$ cat src/rtl/lsu_pkg.sv
package lsu_pkg;

    // transaction id carried on the read address channel
    typedef logic [7:0]  id_t;

    // dram side word address
    typedef logic [11:0] daddr_t;

    // scratchpad word address inside one bank
    typedef logic [7:0]  saddr_t;

    typedef logic [31:0] word_t;

    // four scratchpad banks
    typedef logic [1:0]  bank_t;

    // burst length, beats minus one
    typedef logic [7:0]  len_t;

    typedef logic [2:0]  size_t;
    typedef logic [1:0]  resp_t;

    localparam resp_t RESP_OKAY = 2'b00;

endpackage

$ cat src/rtl/beat_counter.sv
`timescale 1ns/1ns

module beat_counter #(
    parameter int BURST_MAX = 16,
    parameter int MAX_RETRY = 3
) (
    input  logic                         clk,
    input  logic                         rst_n,
    input  logic                         clear_beats,
    input  logic                         start,
    input  logic                         beat_fire,
    input  logic                         commit_en,
    input  logic                         reissue,
    input  lsu_pkg::len_t                len_q,
    output logic [$clog2(BURST_MAX)-1:0] slot,
    output logic                         commit_last,
    output logic                         retry_exhausted
);

    localparam int SW = $clog2(BURST_MAX);
    localparam int RW = $clog2(MAX_RETRY + 2);
    localparam logic [SW-1:0] SLOT_MAX = SW'(BURST_MAX - 1);

    logic [SW-1:0] last_slot;
    logic [RW-1:0] retry_cnt;

    // lengths past the buffer depth are clipped
    assign last_slot = (len_q > 8'(BURST_MAX - 1)) ? SLOT_MAX : len_q[SW-1:0];

    assign commit_last     = commit_en && (slot == last_slot);
    assign retry_exhausted = (retry_cnt >= RW'(MAX_RETRY));

    always_ff @(posedge clk or negedge rst_n) begin
        if (!rst_n) begin
            slot      <= '0;
            retry_cnt <= '0;
        end else begin
            if (start || clear_beats) begin
                slot <= '0;
            end else if ((beat_fire || commit_en) && (slot != SLOT_MAX)) begin
                slot <= slot + 1'b1;
            end

            if (start) begin
                retry_cnt <= '0;
            end else if (reissue) begin
                retry_cnt <= retry_cnt + 1'b1;
            end
        end
    end

endmodule

$ cat config.mk
export PLATFORM = sky130hd
export DESIGN_NAME = beat_counter
export DESIGN_NICKNAME = d
export VERILOG_FILES = /design/src/rtl/lsu_pkg.sv /design/src/rtl/beat_counter.sv
export SDC_FILE = /design/constraint.sdc
export NUM_CORES = 1
export LEC_CHECK = 0
export BUFFER_PORTS_ARGS = -buffer_cell sky130_fd_sc_hd__buf_2
export CAP_MARGIN = 20
export CORE_AREA = 2 2 39 41
export CTS_CLUSTER_SIZE = 28
export DETAILED_ROUTE_END_ITERATION = 7
export DIE_AREA = 0 0 41 43
export GPL_ROUTABILITY_DRIVEN = 0
export PLACE_DENSITY = 0.59
export SYNTH_ARGS = -nofsm -noshare
export SYNTH_HDL_FRONTEND = slang
export SYNTH_SLANG_ARGS = --single-unit
$ cat constraint.sdc
create_clock -name clk -period 1.6 [get_ports clk]
set_input_delay 0.32 -clock clk [delete_from_list [all_inputs] [get_ports clk]]
set_output_delay 0.32 -clock clk [all_outputs]
set_load 0.1 [all_outputs]
# After elaboration in Yosys (flattened, before gate mapping)
# Cells that the tools add are included.
[totals] ff_bits=7 latch_bits=0 ram_bits=0 romBits=0 input_bits=15 output_inout_bits=6 wordCells=19 n_memories=0
[op_classes] addsub=2 n_mul=0 div_mod_pow=0 order_cmp=2 eq_ne=2 shifts=0 muxes=5 bitwise_logic=0 reduce_logical=6
[ops] cell="$mux 4" count=3
[ops] cell="$gt 8x4->1 const B" count=1
[ops] cell="$mux 3" count=2
[ops] cell="$add 4x1->4 const B" count=1
[ops] cell="$eq 4x4->1" count=1
[ops] cell="$ne 4x4->1 const B" count=1
[ops] cell="$reduce_bool 2->1" count=2
[ops] cell="$add 3x1->3 const B" count=1
[ops] cell="$ge 3x2->1 const B" count=1
[ops] cell="$logic_and 1x1->1" count=2
[ops] cell="$logic_or 1x1->1" count=2

# Depth between registers and ports, before layout
[logic_depth] word_depth=4 mapped_depth=4 ltp_nobuf=4

# Worst setup path before layout
# OpenSTA, ideal clock, no wires.
[synth_path] path_kind="reg2out" from="register slot[3]" to="output commit_last" t_arrival_ns=2.818 required_time_ns=1.280 setup_slack_ns=-1.538 path_stages_with_launch=4 cell_sequence="dfrtp_1 > xor2_1 > a2111o_1 > a211oi_2"
[synth_via] elab_chain_cells=2
[synth_rtl] element="start, declared" line_no="beat_counter.sv:15" source="output logic [$clog2(BURST_MAX)-1:0] slot,"
[synth_rtl] element="start signal, assigned" line_no="beat_counter.sv:41" source="slot <= slot + 1'b1;"
[synth_rtl] element="$eq 4x4->1" line_no="beat_counter.sv:30" source="assign commit_last = commit_en && (slot == last_slot);"
[synth_rtl] element="$logic_and 1x1->1" line_no="beat_counter.sv:30"
[synth_rtl] element="end, declared" line_no="beat_counter.sv:16" source="output logic commit_last,"
# Every way passes these cells.

# Worst setup path after layout
# Ends and elaborated chain as after synthesis.

==> flow_summary.yaml <==
drt:
  drtIter0Drc: 9
  dr.pass1.iters: 2
  post_drt_via_cell_ratio: 5.02
  wire_per_inst_um: 12.0
  drc: 0
  drtAntennaViolNets: 0
  routed_wl_um: 1110
  vias: 462
clocking:
  clk_pin_slew_ns: 0.05
  cts.path.max_buffers: 2
  htree_levels: 1
  cts_tree: "yes"
  cts_buffers: 3
  cts.sink_count: 7
  cts_root_buffer: "clkbuf_4"
  clk_latency_ns: 0.25
critical_path:
  cp_slowest_cell: "dfrtp_4"
  path_cells: "xor2_1 > a2111o_1 > a211oi_4 > buf_12"
  cp-start-kind: "register"
  max_stage_delay_ns: 0.47
  setup.worst_path.class: "register to primary output"
  worstPathArrival_ns: 1.75
  cp_max_fo: 2
  cp-end-kind: "primary output"
  crit_required_ns: 1.28
floorplan:
  die_w_um: 41
  dieArea_mm2: 0.00176
  die_h_um: 43
  io_pins: 21
  num_rows: 14
  initial_utilization_pct: 31.5
  core_region_area_mm2: 0.00138
global_route:
  grt_pass1_vias: 451
  overflow: 0
  grt_usage_pct: 15.2
  grt_max_degree: 9
  grt_pass1_wl_um: 1730
  antenna_found_initial: 0
final_layout:
  syn_to_final_growth_pct: 68.7
  finalNetCount: 95
  drive_above_1_share_pct: 55.3
  n_fill_cell: 133
  antenna_cells: 0
synth:
  synth_area_leaders: "dfrtp_1, ha_1, xor2_1"
  syn_area_per_cell_um2: 10.1
  ys.flop_type: "dfrtp_1"
  synth_nets: 61
  yosysSeqAreaShare_pct: 40.2
  synth_edf_count: 0
  synth_area_um2: 435
  synthTopCellsByCount: "dfrtp_1, nor2_1"
  netlist_instances: 43
  yosysTopAreaCellShare_pct: 40.2
  synth_cell_types: 23
  synth_warnings: 0
  yosysTopAreaCell: "dfrtp_1"
  async_reset_ff_share_pct: 100
  ys_ff_latch: 7
  synth_most_common_cell: "dfrtp_1"
sta:
  final.setup.tns_ns: -0.611
  period_needed_ns: 2.07
  hold_ws_ns: 0.278
  fin_skew_ns: 0.00101
  setup_viol: 2
  clock.fmax_mhz: 484
  rsz0062_at_grt: "yes"
  period_share_pct: 129
  finalHoldViolCount: 0
  fin_ws_ns: -0.468
  max_slew_margin_pct: 67.7
  worstMarginPinSlew_ns: 0.488
  slew_viol_final: 0
pwr:
  power_frac_comb_pct: 29.8
  p_seq_share_pct: 38.6
  switching_share_pct: 30.8
  p_switching_uw: 153
  power.share.clock_pct: 31.7
  peakVddDrop_mv: 0.407
  p_int_uw: 345
  powerDensity_mw_per_mm2: 679
  p_leak_uw: 0.000345
hold_path:
  worstHoldPathType: "primary input to register"
run_status:
  status: "complete, but fails checks"
  violations: "negative setup slack"
run:
  maxCapViolations: 0
placed_design:
  port_buffers: 20
  hpwlAfterDp_um: 841
==> cell type report <==
type | count | area (um^2) | area share, %
inverters | 3 | 11.3 | 1.53
multi-input cells | 33 | 292 | 39.7
flip-flops and latches | 7 | 185 | 25.2
repair buffers | 29 | 200 | 27.3
clock buffers | 4 | 26.3 | 3.58
well taps | 16 | 20.0 | 2.73
==> critical path, delay by kind of cell (launching register included) <==
family                    cells  cell delay (ns)
buffers and inverters         1             0.21
AOI/OAI and AO/OA             2             0.68
xor gates and xnor gates      1             0.14
DFF                           1             0.47
==> kinds of logic (layout without fill, tap and decap cells) <==
logic type      count (synthesis)  after routing  synth area share, %
flops                           7              7                 40.2
xor+xnor                        4              4                 8.05
compound gates                 14             14                 25.0
mux                             1              1                 2.30
buf+inv                         3             36                 2.59
simple gates                   11             11                 13.2
fa+ha+maj                       3              3                 8.62
==> state kept, by name, indices dropped and copies added (netlist names) <==
signal and flops:
slot 4, retry_cnt 3
==> final timing paths <==
path,from,to,slack [ns],cells past startpoint
setup / recovery,slot[3],commit_last,-0.47,4
hold / removal,start,retry_cnt[0],0.28,2
setup reg to reg,slot[0],slot[1],0.08,5
hold reg to reg,retry_cnt[2],retry_cnt[2],0.60,2
max in group asynchronous,rst_n,slot[3],0.99,2
min in group asynchronous,rst_n,retry_cnt[1],0.43,2
==> cells in the final DEF, fill, tap and decap left out <==
| cell | count |
|---|---|
| dlygate4sd3_1 | 1 |
| ha_4 | 1 |
| buf_12 | 2 |
| nor4_1 | 1 |
| xor2_1 | 3 |
| clkbuf_1 | 1 |
| a41oi_1 | 1 |
| ha_2 | 2 |
| dfrtp_2 | 2 |
| buf_2 | 18 |
| inv_1 | 3 |
| a2111o_1 | 1 |
| mux2i_1 | 1 |
| a211o_4 | 1 |
| clkbuf_4 | 3 |
| a21oi_1 | 1 |
| a21oi_2 | 1 |
| or3_1 | 1 |
| xnor2_1 | 1 |
| o311ai_1 | 1 |
| o41ai_1 | 2 |
| or2_1 | 1 |
| dfrtp_1 | 3 |
| nand3_1 | 1 |
| o311ai_0 | 1 |
| buf_4 | 8 |
| a211oi_4 | 1 |
| or3b_1 | 1 |
| and3_4 | 1 |
| a211oi_1 | 1 |
| dfrtp_4 | 2 |
| o21ai_0 | 3 |
| nor2_1 | 5 |
==> timing repair <==
item	in CTS	in global routing
buffers inserted	1	0
hold endpoints to repair	7	0
hold buffers	1	0
setup endpoints to repair	2	5
pin swaps	3	0
resized for setup	8	4
==> metrics by stage <==
| step | std cells | cell area, um^2 | setup WS [ns] | total power, uW | util, % |
|---|---|---|---|---|---|
| detailed placement | 86 | 642 | -0.243 | 320 | 46.4 |
| floorplan | 43 | 454 | -0.861 | 272 | - |
| CTS | 92 | 723 | -0.487 | 509 | 52.3 |
| global route | 92 | 734 | -0.529 | 534 | 53.1 |
| finish | 92 | 734 | -0.468 | 499 | 53.1 |
| global placement | 86 | 642 | -0.220 | 319 | 46.4 |
==> routing by layer <==
metal / GRT usage [%] / vias up / share of wire (%)
met1: 17.0 / 204 / 38
li1: - / 231 / -
met4: 10.0 / 0 / 2.3
met5: 0 / - / 0
met3: 3.14 / 4 / 10
met2: 24.4 / 23 / 50
==> power groups by stage <==
stage,sequential (uW),combinational (uW),clock (uW)
finish,192,148,158
global route,193,163,178
CTS,192,148,168
detailed placement,195,125,0
global placement,195,124,0
floorplan,213,59.1,0
Note: power is estimated with default switching activity, not from simulation.
