$ cat src/rtl/lsu_pkg.sv
package lsu_pkg;

    // transaction id carried on the read address channel
    typedef logic [7:0]  id_t;

    // dram side word address
    typedef logic [11:0] daddr_t;

    // scratchpad word address inside one bank
    typedef logic [7:0]  saddr_t;

    typedef logic [31:0] word_t;

    // four scratchpad banks
    typedef logic [1:0]  bank_t;

    // burst length, beats minus one
    typedef logic [7:0]  len_t;

    typedef logic [2:0]  size_t;
    typedef logic [1:0]  resp_t;

    localparam resp_t RESP_OKAY = 2'b00;

endpackage

$ cat src/rtl/load_beat_if.sv
`timescale 1ns/1ns

interface load_beat_if;
    import lsu_pkg::*;

    logic  rvalid;
    logic  rready;
    word_t rdata;
    resp_t rresp;
    logic  rlast;

    // fsm owns the ready side of the read data channel
    modport fsm_mp (
        input  rvalid,
        input  rlast,
        output rready
    );

    // buffer only observes the channel
    modport buf_mp (
        input rvalid,
        input rready,
        input rdata,
        input rresp,
        input rlast
    );

endinterface

$ cat src/rtl/burst_buffer.sv
`timescale 1ns/1ns

module burst_buffer #(
    parameter int BURST_MAX = 16
) (
    input  logic                         clk,
    input  logic                         rst_n,
    input  logic                         capture,
    input  lsu_pkg::saddr_t              cmd_sram_addr,
    input  lsu_pkg::bank_t               cmd_sram_bank,
    input  logic                         clear_beats,
    input  logic                         commit_en,
    input  logic [$clog2(BURST_MAX)-1:0] slot,
    load_beat_if.buf_mp                  beat,
    output logic                         burst_bad,
    output logic                         sram_we,
    output lsu_pkg::bank_t               sram_bank,
    output lsu_pkg::saddr_t              sram_addr,
    output lsu_pkg::word_t               sram_wdata
);
    import lsu_pkg::*;

    word_t  buf_mem [BURST_MAX];
    saddr_t base_q;
    bank_t  bank_q;
    logic   bad_q;
    logic   fire;
    logic   beat_bad;

    assign fire     = beat.rvalid && beat.rready;
    assign beat_bad = fire && (beat.rresp != RESP_OKAY);

    // includes the beat on the bus so the last beat counts too
    assign burst_bad = bad_q || beat_bad;

    assign sram_we    = commit_en;
    assign sram_bank  = bank_q;
    assign sram_addr  = base_q + saddr_t'(slot);
    assign sram_wdata = buf_mem[slot];

    always_ff @(posedge clk) begin
        if (capture) begin
            base_q <= cmd_sram_addr;
            bank_q <= cmd_sram_bank;
        end
        if (fire) begin
            buf_mem[slot] <= beat.rdata;
        end
    end

    // sticky over one attempt, dropped at the end of each burst
    always_ff @(posedge clk or negedge rst_n) begin
        if (!rst_n) begin
            bad_q <= 1'b0;
        end else if (clear_beats) begin
            bad_q <= 1'b0;
        end else if (beat_bad) begin
            bad_q <= 1'b1;
        end
    end

endmodule

$ cat src/flat_wrapper.sv
// flat-port wrapper written by rule: the top's interface ports become plain ports
module burst_buffer_flat import lsu_pkg::*;
#(
    parameter int BURST_MAX = 16
)
  (clk, rst_n, capture, cmd_sram_addr, cmd_sram_bank, clear_beats, commit_en, slot, burst_bad, sram_we, sram_bank, sram_addr, sram_wdata, beat_rvalid, beat_rready, beat_rdata, beat_rresp, beat_rlast);
  load_beat_if beat_i ();
  input  logic clk;
  input  logic rst_n;
  input  logic capture;
  input  lsu_pkg::saddr_t cmd_sram_addr;
  input  lsu_pkg::bank_t cmd_sram_bank;
  input  logic clear_beats;
  input  logic commit_en;
  input  logic [$clog2(BURST_MAX)-1:0] slot;
  output logic burst_bad;
  output logic sram_we;
  output lsu_pkg::bank_t sram_bank;
  output lsu_pkg::saddr_t sram_addr;
  output lsu_pkg::word_t sram_wdata;
  input wire logic [$bits(beat_i.rvalid)-1:0] beat_rvalid;
  input wire logic [$bits(beat_i.rready)-1:0] beat_rready;
  input wire logic [$bits(beat_i.rdata)-1:0] beat_rdata;
  input wire logic [$bits(beat_i.rresp)-1:0] beat_rresp;
  input wire logic [$bits(beat_i.rlast)-1:0] beat_rlast;
  assign beat_i.rvalid = beat_rvalid;
  assign beat_i.rready = beat_rready;
  assign beat_i.rdata = beat_rdata;
  assign beat_i.rresp = beat_rresp;
  assign beat_i.rlast = beat_rlast;
  burst_buffer #(.BURST_MAX(BURST_MAX)) u_core (.clk(clk), .rst_n(rst_n), .capture(capture), .cmd_sram_addr(cmd_sram_addr), .cmd_sram_bank(cmd_sram_bank), .clear_beats(clear_beats), .commit_en(commit_en), .slot(slot), .beat(beat_i), .burst_bad(burst_bad), .sram_we(sram_we), .sram_bank(sram_bank), .sram_addr(sram_addr), .sram_wdata(sram_wdata));
endmodule
$ cat config.mk
export PLATFORM = sky130hd
export DESIGN_NAME = burst_buffer_flat
export DESIGN_NICKNAME = d
export VERILOG_FILES = /design/src/rtl/lsu_pkg.sv /design/src/rtl/load_beat_if.sv /design/src/rtl/burst_buffer.sv /design/src/flat_wrapper.sv
export SDC_FILE = /design/constraint.sdc
export NUM_CORES = 1
export LEC_CHECK = 0
export BUFFER_PORTS_ARGS = -buffer_cell sky130_fd_sc_hd__buf_4
export CAP_MARGIN = 30
export CORE_ASPECT_RATIO = 0.5
export CORE_MARGIN = 3
export CORE_UTILIZATION = 50
export CTS_CLUSTER_SIZE = 24
export DETAILED_ROUTE_END_ITERATION = 8
export PLACE_DENSITY = 0.69
export SLEW_MARGIN = 5
export SYNTH_ARGS = -nofsm -noshare
export SYNTH_HDL_FRONTEND = slang
export SYNTH_SLANG_ARGS = --single-unit
$ cat constraint.sdc
create_clock -name clk -period 2.65 [get_ports clk]
set_input_delay 0.265 -clock clk [delete_from_list [all_inputs] [get_ports clk]]
set_output_delay 0.265 -clock clk [all_outputs]
set_load 0.05 [all_outputs]
### Word level (Yosys, flattened, before mapping)

Memory sizes are Yosys's and may differ from the RTL's.
Cells that the tools add are included.

| storage, ports and cells | value |
|---|---|
| register bits after elaboration | 11 |
| bits in latches | 0 |
| RAM bits | 512 |
| memory bits (read-only) | 0 |
| bits of input ports | 56 |
| output and inout bits | 44 |
| word-level logic and storage cells | 14 |
| memories | 1 |

| operators by class | value |
|---|---|
| add/sub/neg operators | 1 |
| multiply operators | 0 |
| div/mod/pow operators | 0 |
| magnitude comparators | 0 |
| eq/ne operators | 0 |
| shift-type cells | 0 |
| mux-type cells | 4 |
| bitwise gates (word level) | 0 |
| reduce and logical (&&, ||, !) cells | 5 |

Memories:

| name | words | width | rd ports | clocked after Yosys merged registers in | wr ports | RTL line | text |
|---|---|---|---|---|---|---|---|
| u_core.buf_mem | 16 | 32 | 1 | 0 | 1 | burst_buffer.sv:23 | `word_t buf_mem [BURST_MAX];` |

Operators by type and width:

| kind | count |
|---|---|
| 8-bit by 4-bit adder with 8-bit output | 1 |
| 1-bit 2-to-1 mux | 4 |
| 2-bit nonzero test | 2 |
| 1-bit logical AND | 2 |
| 1-bit logical OR | 1 |

### Logic depth before layout (Yosys ltp)

| logic depth | value |
|---|---|
| depth in word-level cells | 4 |
| depth in mapped cells | 8 |
| gate-level depth less buffers | 7 |

### Worst setup path after synthesis

Ideal clock, no wire load.

| path | value |
|---|---|
| path kind | in2reg |
| start | in slot[0] |
| end | mem u_core.buf_mem[2][0] (netlist bit) (enable) |
| library setup time | 461 ps |
| arrival time | 3343 ps |
| setup slack | -1154 ps |
| cell stages on the path | 5 |
| buffers on the path | 3 |
| cell sequence | clkbuf_1 > buf_6 > buf_4 > or3_1 > nor3_1 |

RTL lines:

| item | RTL line | text |
|---|---|---|
| from (decl) | flat_wrapper.sv:15 | `input logic [$clog2(BURST_MAX)-1:0] slot;` |
| to (decl) | burst_buffer.sv:23 |  |

Straight into the memory's write port.

### Final worst setup path

| path | value |
|---|---|
| start | reg u_core.base_q[0] |
| end | out sram_addr[6] |

| on the way | value |
|---|---|
| longest elaborated chain between the ends | 1 |

RTL lines:

| item | RTL line | text |
|---|---|---|
| from (decl) | burst_buffer.sv:24 | `saddr_t base_q;` |
| from (signal assigned) | burst_buffer.sv:43 | `base_q <= cmd_sram_addr;` |
| 8-bit by 4-bit adder with 8-bit output | burst_buffer.sv:38 | `assign sram_addr = base_q + saddr_t'(slot);` |
| to (decl) | flat_wrapper.sv:19 | `output lsu_pkg::saddr_t sram_addr;` |

No other way between the ends.

==> results.md <==
* Crit path max fanout at 2
* Crit path time final at 2560 ps
* Initial Utilization at 51.8%
* Wire per inst at 26.1 um
* Max_slew headroom at 59.9%
* Post-synthesis net count at 917
* Die area at 42200 um^2
* Final Core Density at 61.4%
* # DRC at 0
* Outcome: complete, no violations
* Data arrival, critical path at 2290 ps
* EDFF count, synth at 522
* Chip Width at 287 um
* Yosys Warn Count at 0
* Post-route ant nets at 0
* Routability congestion estimate at 0.729
* Leak at 7.62 nW
* FP Rows at 50
* CP Launch Type: register
* Fin crit share at 96.5%
* Post-place setup slack at 386 ps
* ANT cells at 0
* Core area at 38200 um^2
* Worst Hold Class: in2reg
* Worst Setup Path Type: reg2out
* Setup violators final at 0
* Post-DP HPWL at 22.4 mm
* Final Slew Violations at 0
* Routed WL at 41.4 mm
* Layout area overhead at 18.4%
* Vias in the first global route at 9955
* Final hold vios at 0
* CTS root buf: clkbuf_16
* Layout cell share with drive strength beyond 1 at 33.2%
* CP Cell Sequence: ha_1 > inv_1 > fa_2 > nor2b_1 > o21ai_1 > a21oi_1 > xor2_1 > buf_4
* Final WS setup at 93.3 ps
* Detailed Route Iter0 Violations at 961
* Die Ht at 147 um
* Max VDD drop at 0.480 mV
* Max Clock Freq at 0.391 GHz
* GR Overflow Total at 0
* Non-Filler Instances at 1587
* Design Power at 16.9 mW
* Htree depth at 2
* RSZ-0062 raised after global routing: yes
* CTS clock-pin slew for the worst setup and hold paths at 60 ps
* CP peak stage delay at 350 ps
* Library cells used by synthesis at 26
* Area contributors post-synth: edfxtp_1 (79%), mux4_2 (15%), a22oi_1 (2.4%)
* Commonest non-fill, non-tap cells in the layout: edfxtp_1 (522), mux4_2 (128), buf_4 (122)
* Vias at 9476
* Mapped Cells at 856
* First-pass GRT wire length at 62.5 mm
* Max clock buf depth at 3
* CTS tree: done
* Post-synth top flop: edfxtp_1
* Finished Cell Area at 23500 um^2
* CTS buffer count at 46
* Skew final at 0 ps
* Nets at 1094
* Initial antenna violation count at 0
* Post-Syn Area at 19800 um^2
* Largest net degree at the start of global routing at 85
* Max Cap Viol at 0
* Clock latency on the worst-skew pair at 540 ps
* Sequential area share after synthesis at 79.3%
* Io pins at 100
* Placed cells at 1471
* Syn_area_per_cell at 23.1 um^2
* Tot GR Track Use at 20.0%
* Area leader, netlist: edfxtp_1
* Slowest CP cell: fa_2
* Nature of the critical path endpoint: primary output
* Synth top area share at 79.1%
* Post-DP Area at 21700 um^2
* Worst path required time at 2380 ps
* Post-CTS Setup Repair Bufs at 0
* Clock sink count at 523
* Ys async rst share at 0.191%
* Initial DRT Pass Iterations at 5
* Post-synthesis sequential element count at 523
* Worst Max-Slew Pin Slew at 599 ps
* Port bufs at 96
* Total power per unit cell area at 722 nW/um^2
* Commonest non-fill, non-tap cell in the layout: edfxtp_1
* Vias per cell at 5.97
==> per-stage QoR <==
step	TNS, ps	hold slack (ps)
floorplan	-65770	-30.6
global placement	0	40.1
detailed placement	0	44.7
CTS	0	1.09
global route	-28.3	1.03
finish	0	11.4
==> worst paths after layout <==
check                                           start  cells past startpoint  slack [ps]                              end
max in group asynchronous                       rst_n                      2        2540         u_core.bad_q$_DFFE_PN0P_
hold reg to reg              u_core.bad_q$_DFFE_PN0P_                      2         680         u_core.bad_q$_DFFE_PN0P_
hold / removal                         beat_rdata[25]                      1          10  u_core.buf_mem[9][25]$_DFFE_PP_
setup reg to reg             u_core.bad_q$_DFFE_PN0P_                      2        1850         u_core.bad_q$_DFFE_PN0P_
setup / recovery           u_core.base_q[0]$_DFFE_PP_                      8          90                     sram_addr[6]
min in group asynchronous                       rst_n                      2          30         u_core.bad_q$_DFFE_PN0P_
==> what timing repair did <==
item                       CTS  global route
hold buffers                34             0
hold endpoints to repair   294             0
resized for setup            1             1
pin swaps                    2             2
setup endpoints to repair    1             1
==> worst max-delay path: cells and delay by family (launching register included) <==
| kind | cells | cell delay [ps] |
|---|---|---|
| flip-flops | 1 | 330 |
| adder cells (fa/ha/maj) | 2 | 510 |
| AO/OA/AOI/OAI | 2 | 290 |
| AND/OR/NAND/NOR | 1 | 120 |
| XOR/XNOR | 1 | 210 |
| buffers and inverters | 2 | 290 |
==> layout make-up <==
cell class | instances | area (um^2)
Tap cell | 520 | 651
Sequential cell | 523 | 15700
Clock inverter | 27 | 228
Fill cell | 2567 | 14800
Clock buffer | 55 | 1210
Inverter | 5 | 18.8
Multi-Input combinational cell | 280 | 3990
Timing Repair Buffer | 177 | 1670
==> kinds of logic (layout without fill, tap and decap cells) <==
kind of cell,count (synthesis),in the layout,share of synthesized area [%]
AO/OA/AOI/OAI,70,70,2.60
XOR/XNOR,6,6,0.265
adder cells (fa/ha/maj),5,5,0.354
buffers and inverters,53,264,1.42
flip-flops,523,523,79.3
multiplexers,128,128,14.6
AND/OR/NAND/NOR,71,71,1.55
==> per-layer routing <==
layer | vias to the layer above | part of all wire [%] | global-route usage (%)
met5 | - | 0 | 0
met4 | 0 | 1.4 | 3.94
met3 | 48 | 6.6 | 3.33
met2 | 367 | 50 | 32.9
met1 | 5074 | 42 | 28.9
li1 | 3987 | - | -
==> cells in the mapped netlist, types with 5 or more instances <==
cell      count
a22oi_1      64
buf_2        12
buf_6         8
clkbuf_1     26
edfxtp_1    522
inv_1         5
mux4_2      128
nand2_1      39
nor2_1       15
nor2b_1       5
==> where the power goes <==
group | switching [mW] | internal [mW] | leakage (nW)
combinational | 0.796 | 0.493 | 2.19
clock | 2.78 | 3.63 | 0.708
sequential | 0.0289 | 9.21 | 4.72
total | 3.60 | 13.3 | 7.62
==> sequential cells by signal, indices dropped and copies added, names as in the netlist <==
name / count
u_core.bad_q: 1
u_core.buf_mem: 512
u_core.sram_bank: 2
u_core.base_q: 8
Note: power is estimated with default switching activity, not from simulation.
