### config.mk
export PLATFORM = sky130hd
export DESIGN_NAME = load_fsm_flat
export DESIGN_NICKNAME = d
export VERILOG_FILES = /design/src/rtl/lsu_pkg.sv /design/src/rtl/load_beat_if.sv /design/src/rtl/load_fsm.sv /design/src/flat_wrapper.sv
export SDC_FILE = /design/constraint.sdc
export NUM_CORES = 1
export LEC_CHECK = 0
export BUFFER_PORTS_ARGS = -buffer_cell sky130_fd_sc_hd__clkbuf_2
export CAP_MARGIN = 5
export CORE_AREA = 4 4 41 43
export DETAILED_ROUTE_END_ITERATION = 16
export DIE_AREA = 0 0 45 47
export HOLD_SLACK_MARGIN = 0.12
export PLACE_DENSITY = 0.49
export SYNTH_ARGS = -nofsm -noshare
export SYNTH_HDL_FRONTEND = slang
export SYNTH_SLANG_ARGS = --single-unit
export TNS_END_PERCENT = 1
### constraint.sdc
create_clock -name clk -period 1.3 [get_ports clk]
set_clock_uncertainty 0.2 [all_clocks]
set_input_delay 0.195 -clock clk [delete_from_list [all_inputs] [get_ports clk]]
set_output_delay 0.195 -clock clk [all_outputs]
set_load 0.03 [all_outputs]
### src/rtl/lsu_pkg.sv
package lsu_pkg;

    // transaction id carried on the read address channel
    typedef logic [7:0]  id_t;

    // dram side word address
    typedef logic [11:0] daddr_t;

    // scratchpad word address inside one bank
    typedef logic [7:0]  saddr_t;

    typedef logic [31:0] word_t;

    // four scratchpad banks
    typedef logic [1:0]  bank_t;

    // burst length, beats minus one
    typedef logic [7:0]  len_t;

    typedef logic [2:0]  size_t;
    typedef logic [1:0]  resp_t;

    localparam resp_t RESP_OKAY = 2'b00;

endpackage

### src/rtl/load_beat_if.sv
`timescale 1ns/1ns

interface load_beat_if;
    import lsu_pkg::*;

    logic  rvalid;
    logic  rready;
    word_t rdata;
    resp_t rresp;
    logic  rlast;

    // fsm owns the ready side of the read data channel
    modport fsm_mp (
        input  rvalid,
        input  rlast,
        output rready
    );

    // buffer only observes the channel
    modport buf_mp (
        input rvalid,
        input rready,
        input rdata,
        input rresp,
        input rlast
    );

endinterface

### src/rtl/load_fsm.sv
`timescale 1ns/1ns

module load_fsm (
    input  logic clk,
    input  logic rst_n,
    input  logic cmd_vld,
    input  logic burst_bad,
    input  logic commit_last,
    input  logic retry_exhausted,
    input  logic ar_done,
    output logic capture,
    output logic reissue,
    output logic clear_beats,
    output logic commit_en,
    output logic beat_fire,
    output logic busy,
    output logic load_done,
    output logic load_err,
    load_beat_if.fsm_mp beat
);

    localparam logic [2:0] ST_IDLE    = 3'd0;
    localparam logic [2:0] ST_REQUEST = 3'd1;
    localparam logic [2:0] ST_RECEIVE = 3'd2;
    localparam logic [2:0] ST_COMMIT  = 3'd3;
    localparam logic [2:0] ST_FINISH  = 3'd4;

    logic [2:0] state;
    logic [2:0] state_nxt;
    logic       err_q;
    logic       last_fire;

    // finish is the done cycle, so busy is already low there
    assign busy = (state == ST_REQUEST) || (state == ST_RECEIVE) || (state == ST_COMMIT);

    assign capture     = cmd_vld && !busy;
    assign beat.rready = (state == ST_RECEIVE);
    assign beat_fire   = beat.rready && beat.rvalid;
    assign last_fire   = beat_fire && beat.rlast;

    // bad burst goes back to request while retries remain
    assign reissue     = last_fire && burst_bad && !retry_exhausted;
    assign clear_beats = last_fire;
    assign commit_en   = (state == ST_COMMIT);

    assign load_done = (state == ST_FINISH);
    assign load_err  = (state == ST_FINISH) && err_q;

    always_comb begin
        state_nxt = state;
        case (state)
            ST_IDLE, ST_FINISH: begin
                state_nxt = capture ? ST_REQUEST : ST_IDLE;
            end
            ST_REQUEST: begin
                if (ar_done) begin
                    state_nxt = ST_RECEIVE;
                end
            end
            ST_RECEIVE: begin
                if (last_fire) begin
                    if (!burst_bad) begin
                        state_nxt = ST_COMMIT;
                    end else if (retry_exhausted) begin
                        state_nxt = ST_FINISH;
                    end else begin
                        state_nxt = ST_REQUEST;
                    end
                end
            end
            ST_COMMIT: begin
                if (commit_last) begin
                    state_nxt = ST_FINISH;
                end
            end
            default: begin
                state_nxt = ST_IDLE;
            end
        endcase
    end

    always_ff @(posedge clk or negedge rst_n) begin
        if (!rst_n) begin
            state <= ST_IDLE;
            err_q <= 1'b0;
        end else begin
            state <= state_nxt;
            // error only when the last attempt still failed
            if (last_fire) begin
                err_q <= burst_bad && retry_exhausted;
            end
        end
    end

endmodule

### src/flat_wrapper.sv
// flat-port wrapper written by rule: the top's interface ports become plain ports
module load_fsm_flat 
  (clk, rst_n, cmd_vld, burst_bad, commit_last, retry_exhausted, ar_done, capture, reissue, clear_beats, commit_en, beat_fire, busy, load_done, load_err, beat_rvalid, beat_rlast, beat_rready);
  load_beat_if beat_i ();
  input  logic clk;
  input  logic rst_n;
  input  logic cmd_vld;
  input  logic burst_bad;
  input  logic commit_last;
  input  logic retry_exhausted;
  input  logic ar_done;
  output logic capture;
  output logic reissue;
  output logic clear_beats;
  output logic commit_en;
  output logic beat_fire;
  output logic busy;
  output logic load_done;
  output logic load_err;
  input wire logic [$bits(beat_i.rvalid)-1:0] beat_rvalid;
  input wire logic [$bits(beat_i.rlast)-1:0] beat_rlast;
  output wire logic [$bits(beat_i.rready)-1:0] beat_rready;
  assign beat_i.rvalid = beat_rvalid;
  assign beat_i.rlast = beat_rlast;
  assign beat_rready = beat_i.rready;
  load_fsm u_core (.clk(clk), .rst_n(rst_n), .cmd_vld(cmd_vld), .burst_bad(burst_bad), .commit_last(commit_last), .retry_exhausted(retry_exhausted), .ar_done(ar_done), .capture(capture), .reissue(reissue), .clear_beats(clear_beats), .commit_en(commit_en), .beat_fire(beat_fire), .busy(busy), .load_done(load_done), .load_err(load_err), .beat(beat_i));
endmodule
Word-level counts from Yosys, hierarchy flattened

Index checks and enable logic that the tools add are counted.

Eq/ne operators: 7
Bitwise logic cells: 0
Divide/modulo/power cells: 0
Mux-type cells: 7
Multipliers: 0
$add $sub $neg: 0
Order comparisons: 0
Shift-type cells: 0
Reduce and logical (&&, ||, !) cells: 14

Operators with widths:

| cell               | number |
|---|---|
| $mux 3             | 5 |
| $pmux 3 s4         | 1 |
| $logic_and 1x1->1  | 7 |
| $eq 3x2->1 const B | 2 |
| $ne 2x2->1 const B | 3 |
| $eq 3x1->1 const B | 1 |
| $eq 3x3->1 const B | 1 |
| $logic_not 3->1    | 1 |
| $reduce_and 3->1   | 1 |
| $logic_not 1->1    | 2 |
| $logic_or 1x1->1   | 2 |
| $reduce_or 2->1    | 1 |
| $mux 1             | 1 |

Register bits: 4
Memory bits (read-only): 0
Input port bits: 9
Memories kept: 0
RAM bits: 0
Latch bits: 0

Logic depth before layout (Yosys ltp)

Depth in word-level cells: 7
Mapped depth: 4
Gate-level depth less buffers: 3

Worst setup path after synthesis

OpenSTA, ideal clock, no wires.

Path kind: reg2out
Start: reg u_core.state[0]
End: out reissue
Slack: -0.480 ns
Stages on the path, launching flop included: 5
Data arrival time: 1.385 ns
Cell sequence: dfrtp_1 buf_4 and3b_1 nor2b_4 and3b_1

Longest elaborated chain between the ends: 5

Ends and longest elaborated chain:

| item                           | line               | text |
|---|---|---|
| from (decl)                    | load_fsm.sv:28     | `logic [2:0] state;` |
| from (signal assigned)         | load_fsm.sv:87     | `state <= state_nxt;` |
| $eq 3x2->1                     | load_fsm.sv:37     | `assign beat.rready = (state == ST_RECEIVE);` |
| $logic_and 1x1->1              | load_fsm.sv:38     | `assign beat_fire = beat.rready && beat.rvalid;` |
| $logic_and 1x1->1              | load_fsm.sv:39     | `assign last_fire = beat_fire && beat.rlast;` |
| net clear_beats                | flat_wrapper.sv:14 | `output logic clear_beats;` |
| $logic_and 1x1->1 (2 in a row) | load_fsm.sv:42     | `assign reissue = last_fire && burst_bad && !retry_exhausted;` |
| to (decl)                      | flat_wrapper.sv:13 | `output logic reissue;` |

The timed path passes the listed nets, and every way through them passes these cells.

Worst setup path after layout

Start: reg u_core.state[0]
End: out reissue

Longest elaborated chain between the ends: 5

Ends and longest elaborated chain:

| item                           | line |
|---|---|
| $eq 3x2->1                     | load_fsm.sv:37 |
| $logic_and 1x1->1              | load_fsm.sv:38 |
| $logic_and 1x1->1              | load_fsm.sv:39 |
| $logic_and 1x1->1 (2 in a row) | load_fsm.sv:42 |

No other way between the ends.

==> metrics.cfg <==
[outcome]
status=finished with violations
violations=setup timing

[worst_setup_path]
rr_endpoint=u_core.state[1]
critPathArrivalTime_ns=1.34
crit_chain=and3b_1 > nor2b_4 > and3b_2 > buf_8
startpoint_type=register
path_buf_inv=1
r2r_start=u_core.state[0]
cpLargestDelayFamily=simple AND/OR/NAND/NOR gates
critPathRequiredTime_ns=0.90
crit_type=register to output pin
critical_path_depth=4
crit_start=u_core.state[0]
cp_slowest_cell=dfrtp_1
cp_max_fo=3
cp-end-kind=output pin
regToRegSetupSlack_ns=-0.21
worstRegToRegCells=5
critPathMaxStageDelay_ns=0.39
setup.worst_path.end=reissue

[global_route]
grt_overflow=0
grt_pass1_wl_um=1587
grt_util_all_layers_pct=10.70
grt_pass1_vias=395
antenna_found_initial=0
grt_max_degree=6

[drt]
drt-total-wl_um=1017
ant_nets=0
dr.pass1.iters=4
dr_total_vias=354
vias_per_cell=4.370
drc_errors=0
post_drt_wl_per_cell_um=12.56
dr.first_iter.drc_count=4

[sta]
fin_crit_sh_pct=133.3
slew_headroom_pct=76.21
tightest_slew_ns=0.3478
tns_ns=-3.381
hold_viol_final=0
setup_viol=13
rsz0062_at_grt=true
fin_ws_ns=-0.4331
fmax_ghz=0.5770
slew_viol_final=0
fin_crit_ns=1.733

[die]
ios=18
die_y_um=47
start_util_pct=21.06
rows=13
dieArea_sq_mm=0.002115
die_x_um=45
core_area_sq_mm=0.001301

[cells_and_area]
n_fill_cell=128
area_growth_pct=127.4
drive_gt1_share_pct=60.61
num_antenna_cells=0
nNetsFinal=77
stdcell_area_sq_um=623.1

[synthesis]
synth-warning-count=0
synth_area_sq_um=274.0
yosys.area.top_type_share_pct=36.53
avgSynthCellArea_sq_um=9.449
synthTopCellsByArea=dfrtp_1, a221o_1, nor2_1
synth_seq_cells=4
netlist_instances=29
yosysSeqAreaShare_pct=36.53
synth_largest_area_cell=dfrtp_1
mappedNetlistNets=38
synthDistinctLibCells=17

[flow_run]
maxCapViolations=0

[clock_network]
cts_htree_levels=1
cts_buffers=3
clkTransAtPathRegs_ns=0.04
insertion_delay_ns=0.24
cts_tree=done
clockBufferDepth=2
cts_sinks=4
root_buffer=clkbuf_4

[power_and_ir_drop]
power_density_mw_per_mm2=1958
irDropWorstVdd_uv=1030
switching_share_pct=42.54
p_leak_uw=0.0003117
p_seq_share_pct=19.6
clockPowerShare_pct=12.6
p_sw_uw=519.0
combPwrFrac_pct=67.9
fin_total_pwr_uw=1220
p_int_uw=700.9

[placement]
hpwlAfterDp_um=705
place_congestion=0.7631
placed_cell_area_sq_um=459.2
port_buffers=17

[min_path]
hold_class=input port to register

synth_stat cells:
library cell and number:
nor2_1 5, dfrtp_1 4, a221o_1 2, and3b_1 2, inv_1 2, nand2_1 2, nor2b_1 2, a2111oi_0 1
a32oi_1 1, and2_1 1, and3_1 1, buf_4 1, mux2i_1 1, nand2b_4 1, nor2b_4 1, nor3b_1 1
o31ai_1 1
how the worst min path moves through the flow:
stage	from	to	slack (ns)	depth (start not counted)
2_1_floorplan	rst_n	u_core.err_q	-0.30	0
3_3_place_gp	rst_n	u_core.err_q	-0.19	1
3_5_place_dp	rst_n	u_core.err_q	-0.19	1
4_1_cts	burst_bad	u_core.state[1]	0.11	3
5_1_grt	burst_bad	u_core.state[1]	0.13	3
6_report	burst_bad	u_core.state[1]	0.11	3
logic make-up (layout without fill, tap and decap cells):
kind of cell / Yosys count / after routing / share of synthesized area, %
buf+inv: 3 / 40 / 5.481
simple gates: 16 / 16 / 37.90
compound gates: 5 / 5 / 16.44
mux: 1 / 1 / 3.653
flops: 4 / 4 / 36.53
timing repair:
item | 4_1_cts | 5_1_grt
hold buffers | 6 | 0
hold endpoints to repair | 8 | 0
gates resized for setup | 14 | 14
setup buffers | 1 | 0
pin swaps | 2 | 0
endpoints found under the setup margin | 12 | 13
worst min-delay path: stages:
cell	delay, ns
clkbuf_2	0.10
a221o_1	0.15
o31ai_1	0.07
stage by stage:
stage	setup WS (ns)	hold WS (ns)	std cells	utilization, %
4_1_cts	-0.4180	0.1134	81	45.67
3_3_place_gp	-0.1932	-0.1904	71	35.29
6_report	-0.4331	0.1117	81	47.88
2_1_floorplan	-0.4118	-0.3006	29	-
5_1_grt	-0.4706	0.1283	81	47.88
3_5_place_dp	-0.2210	-0.1923	71	35.29
flip-flops by register name, summed over array words and instances, names as in the netlist:
register,cells
u_core.err_q,1
u_core.state,3
power by group through the flow:
| stage | logic (uW) | clock network [uW] | registers [uW] |
|---|---|---|---|
| floorplan | 412 | 0 | 214 |
| global placement | 685 | 0 | 225 |
| detailed placement | 683 | 0 | 229 |
| CTS | 762 | 158 | 232 |
| global route | 891 | 172 | 246 |
| finish | 828 | 153 | 239 |
layout by cell type (no fill, tap or decap):
| cell type | instances |
|---|---|
| mux2i_1 | 1 |
| nor3b_2 | 1 |
| nor2_1 | 3 |
| clkbuf_4 | 3 |
| clkbuf_2 | 8 |
| o31ai_1 | 1 |
| and3b_1 | 1 |
| a2111oi_0 | 1 |
| dlygate4sd3_1 | 6 |
| dfrtp_2 | 1 |
| nor2b_1 | 2 |
| a32oi_2 | 1 |
| buf_6 | 3 |
| dfrtp_1 | 3 |
| and3_1 | 1 |
| and3b_2 | 1 |
| buf_8 | 2 |
| nand2_1 | 2 |
| nand2b_4 | 1 |
| nor2b_4 | 1 |
| inv_1 | 2 |
| nor2_2 | 1 |
| clkbuf_8 | 1 |
| buf_4 | 15 |
| a221o_1 | 2 |
| and2_1 | 1 |
| nor2_4 | 1 |
per-layer routing:
metal | vias up | GRT usage [%] | part of all wire [%] | routed length [um]
met3 | 0 | 4.598 | 4.2 | 43
met5 | - | 0 | 0 | 0
met1 | 167 | 10.55 | 37 | 378
met4 | 0 | 3.509 | 0 | 0
li1 | 178 | - | - | -
met2 | 9 | 20.06 | 59 | 595
layout make-up:
type                    count  area [sq um]  area share, %
clock buffers               3         22.52          3.614
inverters                   2         7.507          1.205
multi-input cells          22         182.7          29.32
flip-flops and latches      4         101.3          16.27
well taps                  15         18.77          3.012
repair buffers             35         290.3          46.59
(Power assumes the default switching activity.)
