File: config.mk
export PLATFORM = sky130hd
export DESIGN_NAME = load_addr_gen
export DESIGN_NICKNAME = d
export VERILOG_FILES = /design/src/rtl/lsu_pkg.sv /design/src/rtl/load_addr_gen.sv
export SDC_FILE = /design/constraint.sdc
export NUM_CORES = 1
export LEC_CHECK = 0
export BUFFER_PORTS_ARGS = -buffer_cell sky130_fd_sc_hd__buf_2
export CAP_MARGIN = 20
export CORE_MARGIN = 8
export CORE_UTILIZATION = 38
export CTS_CLUSTER_DIAMETER = 40
export CTS_CLUSTER_SIZE = 12
export DETAILED_ROUTE_END_ITERATION = 7
export PLACE_DENSITY = 0.81
export SLEW_MARGIN = 20
export SYNTH_ARGS = -nofsm -noshare
export SYNTH_HDL_FRONTEND = slang
export SYNTH_SLANG_ARGS = --single-unit
File: constraint.sdc
create_clock -name clk -period 0.8 [get_ports clk]
set_clock_uncertainty 0.1 [all_clocks]
set_input_delay 0.08 -clock clk [delete_from_list [all_inputs] [get_ports clk]]
set_output_delay 0.08 -clock clk [all_outputs]
set_load 0.02 [all_outputs]
File: src/rtl/lsu_pkg.sv
package lsu_pkg;

    // transaction id carried on the read address channel
    typedef logic [7:0]  id_t;

    // dram side word address
    typedef logic [11:0] daddr_t;

    // scratchpad word address inside one bank
    typedef logic [7:0]  saddr_t;

    typedef logic [31:0] word_t;

    // four scratchpad banks
    typedef logic [1:0]  bank_t;

    // burst length, beats minus one
    typedef logic [7:0]  len_t;

    typedef logic [2:0]  size_t;
    typedef logic [1:0]  resp_t;

    localparam resp_t RESP_OKAY = 2'b00;

endpackage

File: src/rtl/load_addr_gen.sv
`timescale 1ns/1ns

module load_addr_gen (
    input  logic            clk,
    input  logic            rst_n,
    input  logic            capture,
    input  logic            reissue,
    input  lsu_pkg::id_t    cmd_id,
    input  lsu_pkg::daddr_t cmd_addr,
    input  lsu_pkg::len_t   cmd_len,
    input  lsu_pkg::size_t  cmd_size,
    input  logic            arready,
    output logic            arvld,
    output lsu_pkg::id_t    arid,
    output lsu_pkg::daddr_t araddr,
    output lsu_pkg::len_t   arlen,
    output lsu_pkg::size_t  arsize,
    output logic            ar_done,
    output lsu_pkg::len_t   len_q
);

    assign ar_done = arvld && arready;
    assign len_q   = arlen;

    // request fields only move on a new command, a retry reuses them
    always_ff @(posedge clk) begin
        if (capture) begin
            arid   <= cmd_id;
            araddr <= cmd_addr;
            arlen  <= cmd_len;
            arsize <= cmd_size;
        end
    end

    always_ff @(posedge clk or negedge rst_n) begin
        if (!rst_n) begin
            arvld <= 1'b0;
        end else if (capture || reissue) begin
            arvld <= 1'b1;
        end else if (ar_done) begin
            arvld <= 1'b0;
        end
    end

endmodule

## Word level (Yosys, flattened, before mapping)

Index checks and enable logic that the tools add are counted.
W data, S select, Z words.

- Input bits: 36
- Register bits: 32

- Mux-type cells: 2
- Reductions and logical operators: 3

Operators with widths:

| cell | number |
|---|---|
| $mux W1 | 2 |
| $reduce_bool A2 Y1 | 1 |
| $logic_and A1 B1 Y1 | 1 |
| $logic_or A1 B1 Y1 | 1 |

## Logic depth before layout (Yosys ltp)

Gate-level depths: netlist (run 1).

- Depth after elaboration: 3
- Mapped depth: 2
- Mapped depth without buffers: 2

## Least setup slack after synthesis (run 1)

No wires, ideal clock.

- Path kind: register -> output
- Start point: register arvld
- End point: output port ar_done
- Data arrival time: 0.700 ns
- Setup slack: -0.080 ns
- Data required time: 0.620 ns
- Stages on the path, launching flop included: 2
- Cell sequence: dfrtp_1 -> and2_2

- Cells in the longest elaborated chain, start to end: 1

Ends and longest elaborated chain:

| element | RTL line | source |
|---|---|---|
| start, declared | load_addr_gen.sv:13 | `output logic arvld,` |
| start signal, assigned | load_addr_gen.sv:37 | `arvld <= 1'b0;` |
| start signal, assigned | load_addr_gen.sv:39 | `arvld <= 1'b1;` |
| start signal, assigned | load_addr_gen.sv:41 | `arvld <= 1'b0;` |
| $logic_and A1 B1 Y1 | load_addr_gen.sv:22 | `assign ar_done = arvld && arready;` |
| end, declared | load_addr_gen.sv:18 | `output logic ar_done,` |

Every way passes these cells.

## Final worst setup path (run 1)

- Start point: register arvld
- End point: output port arvld

No word-level cell between the ends.

==> summary.md, run 1 <==
| Metric | Value |
|---|---|
| Post-route cell area | `2080 sq um` |
| Cells after Synth | `44` |
| Tcrit/Tclk final | `1.45` |
| Critical path class | `reg -> out` |
| Core area | `about 2700 sq um` |
| CTS buffer count | `5` |
| Vias per cell | `4.51` |
| Hold Path Depth | `2` |
| Final setup violation count | `42` |
| Max-Cap Viols | `0` |
| Vias | `between 800 and 900` |
| Die height | `~68 microns` |
| Total global-route track usage | `0.162` |
| Peak supply drop | `approximately 0.0015 V` |
| DR pass1 iterations | `4` |
| Count of different cell masters after synthesis | `7` |
| Internal power | `approximately 2.8 mW` |
| Clock buffer depth | `2` |
| Placement Cell Area | `between 1000 and 1500 sq um` |
| Critical path launch point type | `flip-flop` |
| Reg clk slew, reported paths | `roughly 0.1 ns` |
| Count of input and output buffers | `76` |
| Worst skew pair latency | `about 0.33 ns` |
| Routed WL per cell | `19.3 microns` |
| Diodes inserted | `0` |
| Aggregate global routing overflow | `0` |
| Share of cells above drive strength 1 | `0.538` |
| Post-route minimum period | `around 1.2 ns` |
| Final GP Congestion | `around 0.72` |
| Worst Hold Launch | `capture` |
| Final Total Pwr | `roughly 3.8 mW` |
| Syn avg cell area | `between 20 and 25 sq um` |
| FMAX | `around 0.86 GHz` |
| CP Max Fanout | `2` |
| Root buf cell | `clkbuf_4` |
| Critical path cell sequence | `buf_4 > buf_6` |
| Setup tns final | `-12.04 ns` |
| Hold_ws | `approximately 0.055 ns` |
| Crit path arrival time | `roughly 0.98 ns` |
| Cells after DPL | `roughly 150` |
| Worst Reg-to-Reg Cells | `3` |
| Switching portion of total power | `0.266` |
| Combinational fraction of design power | `0.223` |
| Finished Layout Cells | `about 190` |
| Finished Core Util | `0.781` |
| Detailed-route wire length | `around 3600 microns` |
| RR Startpoint | `arvld$_DFFE_PN0P_` |
| Tightest Pin Transition | `between 0.1 and 0.15 ns` |
| Cell Area, Synth | `approximately 1000 sq um` |
| Worst setup margin | `-0.358 ns` |
| Final #Nets | `between 150 and 200` |
| CTS H-tree depth | `2` |
| FF/Latch Area | `956 sq um` |
| Layout area overhead | `101%` |
| Failing checks | `negative setup slack` |
| Slowest-stage cell, CP | `dfrtp_1` |
| Crit path required time | `between 0.6 and 0.7 ns` |
| Hold Crit Class | `in -> reg` |
| Width of the die | `between 60 and 70 microns` |
| Pwr per Cell Area | `1830 nW/um^2` |
| Number of global-route vias before repair | `between 1000 and 1500` |
| Clk sinks | `32` |
| Final Hold Viols | `0` |
| Clock share of power | `0.236` |
| Global-route wire length before repair | `slightly above 5000 microns` |
| Effective utilization at floorplan | `0.389` |
| Post-synthesis sequential area ratio | `0.923` |
| Status | `finished, violations left` |
| Hold endpoint | `araddr[5]$_DFFE_PP_` |
| Initial antenna violation count | `0` |
| Register bit total from synthesis | `32` |
| Routed Antenna Nets | `0` |
| Part of the power in registers | `0.541` |
| RSZ-0062 raised after global routing | `true` |
| DR iter-0 viols | `58` |
| Net Switching | `1.01 mW` |
| Fill cells | `140` |
| Die footprint | `4650 sq um` |
| Dpl ws | `-0.0513 ns` |
| Multi-input logic area | `between 15 and 20 sq um` |
| Remaining DRCs | `0` |
| Slew Limit Fails | `0` |
| CP peak stage delay | `a little under 0.4 ns` |
| Site row count | `19` |
| Crit end category | `primary output` |
| Yosys warning count | `0` |
| I/O pin count | `77` |
| Synth Net Count | `80` |
| RR Endpoint | `arvld$_DFFE_PN0P_` |
| Pleak | `between 0.9 and 1 nW` |
| Reg-to-reg slack, setup | `-0.06 ns` |
| CTS tree | `built` |
| Largest net degree at the start of global routing | `19` |
| Worst slew margin | `0.902` |
[synthesized netlist by cell type]
library cell,instances,area (sq um)
edfxtp_1,31,931
and2_2,1,7.51
dfrtp_1,1,25.0
inv_1,1,3.75
o21ai_1,1,5.00
nor2_1,1,3.75
buf_4,8,60.1
[sequential cells by signal (all words and copies together) (netlist names)]
register / cells
arid: 8
araddr: 12
arlen: 8
arvld: 1
arsize: 3
[cell families (layout without fill, tap and decap cells)]
| group | after synthesis | after routing | share of synthesized area |
|---|---|---|---|
| flops | 32 | 32 | 0.923 |
| buf+inv | 9 | 123 | 0.0616 |
| simple gates | 2 | 2 | 0.0109 |
| compound gates | 1 | 1 | 0.00483 |
[power by group through the flow]
| stage | combinational [mW] | sequential, mW | clock [mW] |
|---|---|---|---|
| final | 0.848 | 2.06 | 0.898 |
| after global routing | 0.891 | 2.07 | 1.00 |
| after CTS | 0.794 | 2.05 | 0.859 |
| after detailed placement | 0.529 | 2.05 | 0 |
| after global placement | 0.520 | 2.05 | 0 |
| after floorplan | 0.117 | 2.24 | 0 |
[layout make-up]
cell class	instances	share of cell area
Timing Repair Buffer	114	0.488
Inverter	1	0.00180
Clock inverter	1	0.00180
Tap cell	31	0.0186
Sequential cell	32	0.459
Clock buffer	7	0.0216
Multi-Input combinational cell	3	0.00842
[critical path: cells and delay by family, from the launching register on]
| family | cells | cell delay, ns |
|---|---|---|
| buf+inv | 2 | 0.26 |
| flops | 1 | 0.39 |
[worst max path at each step]
| stage | slack (ns) | to | from | cells past startpoint |
|---|---|---|---|---|
| 6_report | -0.36 | arvld | arvld$_DFFE_PN0P_ | 2 |
| 5_1_grt | -0.41 | arvld | arvld$_DFFE_PN0P_ | 2 |
| 4_1_cts | -0.36 | ar_done | arvld$_DFFE_PN0P_ | 2 |
| 3_5_place_dp | -0.05 | ar_done | arvld$_DFFE_PN0P_ | 2 |
| 3_3_place_gp | -0.04 | ar_done | arvld$_DFFE_PN0P_ | 2 |
| 2_1_floorplan | -0.04 | len_q[0] | arlen[0]$_DFFE_PP_ | 1 |
[cells in the final DEF (no fill, tap or decap), drive strengths merged]
master	synthesis	final
o21ai	1	1
buf	8	79
inv	1	1
nor2	1	1
edfxtp	31	31
dfrtp	1	1
and2	1	1
dlygate4sd3	0	35
clkbuf	0	7
clkinv	0	1
[metal layers]
metal,wire length [microns],vias to the layer above,track usage
met5,0,-,0
met4,66,0,0.0997
met3,438,8,0.0720
met2,1880,63,0.291
met1,1260,400,0.146
li1,-,381,-
[what timing repair did]
item | 4_1_cts | 5_1_grt
endpoints found under the setup margin | 41 | 42
hold buffers | 35 | 0
setup buffers | 1 | 0
gates resized for setup | 58 | 18
pin swaps | 1 | 0
hold endpoints to repair | 33 | 0
(Power assumes the default switching activity.)
==> run 2, diff against run 1 <==
Settings changed: ABC_AREA from default to 1.
==> run 2 against run 1 <==
- the flow finishes with violations (negative hold slack, negative setup slack)
- final cell count increased by 0.53%
- fmax hardly changed
- flip-flop and latch count unchanged
- wire length grew 13%
- clock power decreased by 1%
- sequential share of layout area about the same
- first-iteration DRC count shrank 57%
- worst setup slack about the same
- die area is 0.18% higher
- combinational power is 2% higher
- global-route usage is 1.7 points higher
- worst hold slack worse by 0.089 ns
- largest cell class unchanged
==> summary.md, run 2 <==
| Metric | Value |
|---|---|
| Bufs and invs on worst path | `2 (unchanged)` |
| Count of different cell masters after synthesis | `6 (was 7)` |
| Largest family of logic cells by synthesized area | `buffers and inverters (unchanged)` |
| Adder-cell area share of the yosys netlist | `0 (unchanged)` |
| Finished Core Util | `0.776 (was 0.781)` |
| Failing checks | `negative hold slack, negative setup slack (was negative setup slack)` |
| Clock buffer depth | `2 (unchanged)` |
| Register bit total from synthesis | `32 (unchanged)` |
| Most frequent cells in the layout | `buf_6, buf_2, dlygate4sd3_1, edfxtp_1, clkbuf_4 (was buf_2, buf_6, dlygate4sd3_1, edfxtp_1, clkbuf_4)` |
| Yosys warning count | `0 (unchanged)` |
| Crit path required time | `0.62 ns (about the same)` |
| Cells after Synth | `46 (was 44)` |
| Simple-Gate Fraction of Synth Area | `0.0145 (was 0.0109)` |
| Detailed-route wire length | `4120 microns (was 3650 microns)` |
| Max reg flops | `12 (unchanged)` |
| Synth Net Count | `82 (was 80)` |
| Critical path launch point type | `flip-flop (unchanged)` |
| Layout area overhead | `101% (about the same)` |
| Number of global-route vias before repair | `1054 (was 1012)` |
| Aggregate global routing overflow | `0 (unchanged)` |
| Width of the die | `68.3 microns (was 68.2 microns)` |
| Finished Layout Cells | `190 (was 189)` |
| Critical path class | `reg -> out (unchanged)` |
| Prevailing post-synth register cell | `edfxtp_1 (unchanged)` |
| Final GP Congestion | `0.694 (was 0.723)` |
| Top register by number of flip-flops | `araddr (unchanged)` |
| Net Switching | `1.01 mW (about the same)` |
| DR pass1 iterations | `4 (unchanged)` |
| Final Hold Viols | `1 (was 0)` |
| Combinational fraction of design power | `0.226 (was 0.223)` |
| CTS buffer count | `5 (unchanged)` |
| Vias | `862 (was 852)` |
| Largest delay contributor family on the critical path | `flip-flops (unchanged)` |
| Max-Cap Viols | `0 (unchanged)` |
| Post-route minimum period | `1.16 ns (about the same)` |
| Syn avg cell area | `22.6 sq um (was 23.5 sq um)` |
| Internal power | `2.81 mW (was 2.80 mW)` |
| Total global-route track usage | `0.179 (was 0.162)` |
| Share of cells above drive strength 1 | `0.563 (was 0.538)` |
| Post-synthesis sequential area ratio | `0.920 (was 0.923)` |
| Cell Area, Synth | `1040 sq um (about the same)` |
| Setup tns final | `-11.07 ns (was -12.04 ns)` |
| Synth top area share | `0.896 (was 0.899)` |
| Global-route wire length before repair | `5860 microns (was 5150 microns)` |
| Routed WL per cell | `21.7 microns (was 19.3 microns)` |
| Vias per cell | `4.54 (was 4.51)` |
| Die footprint | `4660 sq um (was 4650 sq um)` |
| FMAX | `0.864 GHz (about the same)` |
| Ys async rst share | `0.0313 (unchanged)` |
| Crit path arrival time | `0.98 ns (about the same)` |
| Critical path cell sequence | `nand2_2 > inv_2 > buf_6 (was buf_4 > buf_6)` |
| Effective utilization at floorplan | `0.387 (was 0.389)` |
| Clock share of power | `0.232 (was 0.236)` |
| Slowest-stage cell, CP | `dfrtp_2 (was dfrtp_1)` |
| CTS tree | `built (unchanged)` |
| Top flop regs | `araddr: 12 flops, arid: 8 flops, arlen: 8 flops (unchanged)` |
| Part of the power in registers | `0.542 (was 0.541)` |
| I/O pin count | `77 (unchanged)` |
| Initial antenna violation count | `0 (unchanged)` |
| Pleak | `0.908 nW (was 0.905 nW)` |
| Dpl ws | `-0.00795 ns (was -0.0513 ns)` |
| Largest net degree at the start of global routing | `19 (unchanged)` |
| Switching portion of total power | `0.265 (was 0.266)` |
| Status | `finished, violations left (unchanged)` |
| EDFF count, synth | `31 (unchanged)` |
| Routed Antenna Nets | `0 (unchanged)` |
| Tcrit/Tclk final | `1.45 (about the same)` |
| Most frequent cell after synthesis | `edfxtp_1 (unchanged)` |
| Slew Limit Fails | `0 (unchanged)` |
| Worst slew margin | `0.905 (was 0.902)` |
| Cells after DPL | `147 (was 145)` |
| Reg clk slew, reported paths | `0.10 ns (about the same)` |
| Commonest non-fill, non-tap cell in the layout | `buf_6` |
| Worst path depth | `3 (was 2)` |
| CP peak stage delay | `0.43 ns (was 0.39 ns)` |
| Hold Crit Class | `in -> async (was in -> reg)` |
| Synth Area in Compound Gates | `0 (was 0.00483)` |
| Xor and xnor area share after synthesis | `0 (unchanged)` |
| Mux cell area share after synthesis | `0 (unchanged)` |
| Final #Nets | `193 (unchanged)` |
| Worst skew pair latency | `0.31 ns (was 0.33 ns)` |
| Core area | `2690 sq um (was 2660 sq um)` |
| Final setup violation count | `42 (unchanged)` |
| Pwr per Cell Area | `1830 nW/um^2 (about the same)` |
| Root buf cell | `clkbuf_4 (unchanged)` |
| Worst Reg-to-Reg Cells | `3 (unchanged)` |
| Die height | `68.3 microns (was 68.2 microns)` |
| Post-route cell area | `2080 sq um (about the same)` |
| Hpwl dp | `between 2000 and 2500 microns` |
| Site row count | `19 (unchanged)` |
| Synth area leaders | `edfxtp_1, buf_4, dfrtp_1 (unchanged)` |
| Count of input and output buffers | `76 (unchanged)` |
| CP Max Fanout | `3 (was 2)` |
| Cts hold-fix bufs | `34 (was 35)` |
| Most frequent cells after synthesis | `edfxtp_1, buf_4, nand2_1 (was edfxtp_1, buf_4)` |
| Post-synth top area cell | `edfxtp_1 (unchanged)` |
| Remaining DRCs | `0 (unchanged)` |
| Peak supply drop | `0.00174 V (was 0.00149 V)` |
| RSZ-0062 raised after global routing | `true (unchanged)` |
| Hold_ws | `-0.0342 ns (was 0.0552 ns)` |
| CTS H-tree depth | `2 (unchanged)` |
| DR iter-0 viols | `25 (was 58)` |
| Crit end category | `primary output (unchanged)` |
| Final Total Pwr | `3.82 mW (was 3.81 mW)` |
| Placement Cell Area | `1440 sq um (about the same)` |
| Clk sinks | `32 (unchanged)` |
| Tightest Pin Transition | `0.143 ns (was 0.148 ns)` |
| Worst setup margin | `-0.358 ns (about the same)` |
run 2: changes by cell type after synthesis, sizes merged:
cell / previous run / this run
nand2: 0 / 3
and2: 1 / 0
inv: 1 / 2
o21ai: 1 / 0
run 2: kinds of logic (layout without fill, tap and decap cells):
family / count (synthesis) / count (layout)
flops: 32 / 32
buf+inv: 10 / 122
simple gates: 4 / 4
other cells: 0 / 1
run 2: power groups by stage:
stage | clock network, mW | logic, mW | registers, mW
after CTS | 0.841 | 0.770 | 2.05
after global routing | 0.958 | 0.901 | 2.09
after detailed placement | 0 | 0.531 | 2.06
final | 0.886 | 0.865 | 2.07
after floorplan | 0 | 0.116 | 2.24
after global placement | 0 | 0.521 | 2.05
run 2: final timing paths:
path                              startpoint             endpoint  slack (ns)
max in group asynchronous              rst_n    arvld$_DFFE_PN0P_        0.54
max reg2reg                arvld$_DFFE_PN0P_    arvld$_DFFE_PN0P_       -0.10
max                        arvld$_DFFE_PN0P_              ar_done       -0.36
min reg2reg                arvld$_DFFE_PN0P_    arvld$_DFFE_PN0P_        0.55
min                                    rst_n    arvld$_DFFE_PN0P_       -0.03
min in group clk                     capture  araddr[3]$_DFFE_PP_        0.08
run 2: metal layers:
| metal | wire length, microns | GRT usage | share of wire |
|---|---|---|---|
| met1 | 1500 | 0.186 | 0.36 |
| met2 | 2060 | 0.301 | 0.50 |
| met3 | 519 | 0.118 | 0.13 |
| met4 | 46 | 0.0307 | 0.011 |
| met5 | 0 | 0 | 0 |
run 2: what timing repair did:
| action | 4_1_cts | 5_1_grt |
|---|---|---|
| endpoints found under the hold margin | 33 | 1 |
| endpoints found under the setup margin | 41 | 42 |
| setup buffers | 0 | 1 |
| pin swaps | 1 | 3 |
| gates resized for setup | 48 | 34 |
run 2: layout make-up:
class	instances	area [sq um]
Timing Repair Buffer	112	1000
Sequential cell	32	957
Fill cell	136	603
Clock buffer	8	48.8
Tap cell	31	38.8
Multi-Input combinational cell	4	25.0
Inverter	2	7.51
Antenna cell	1	2.50
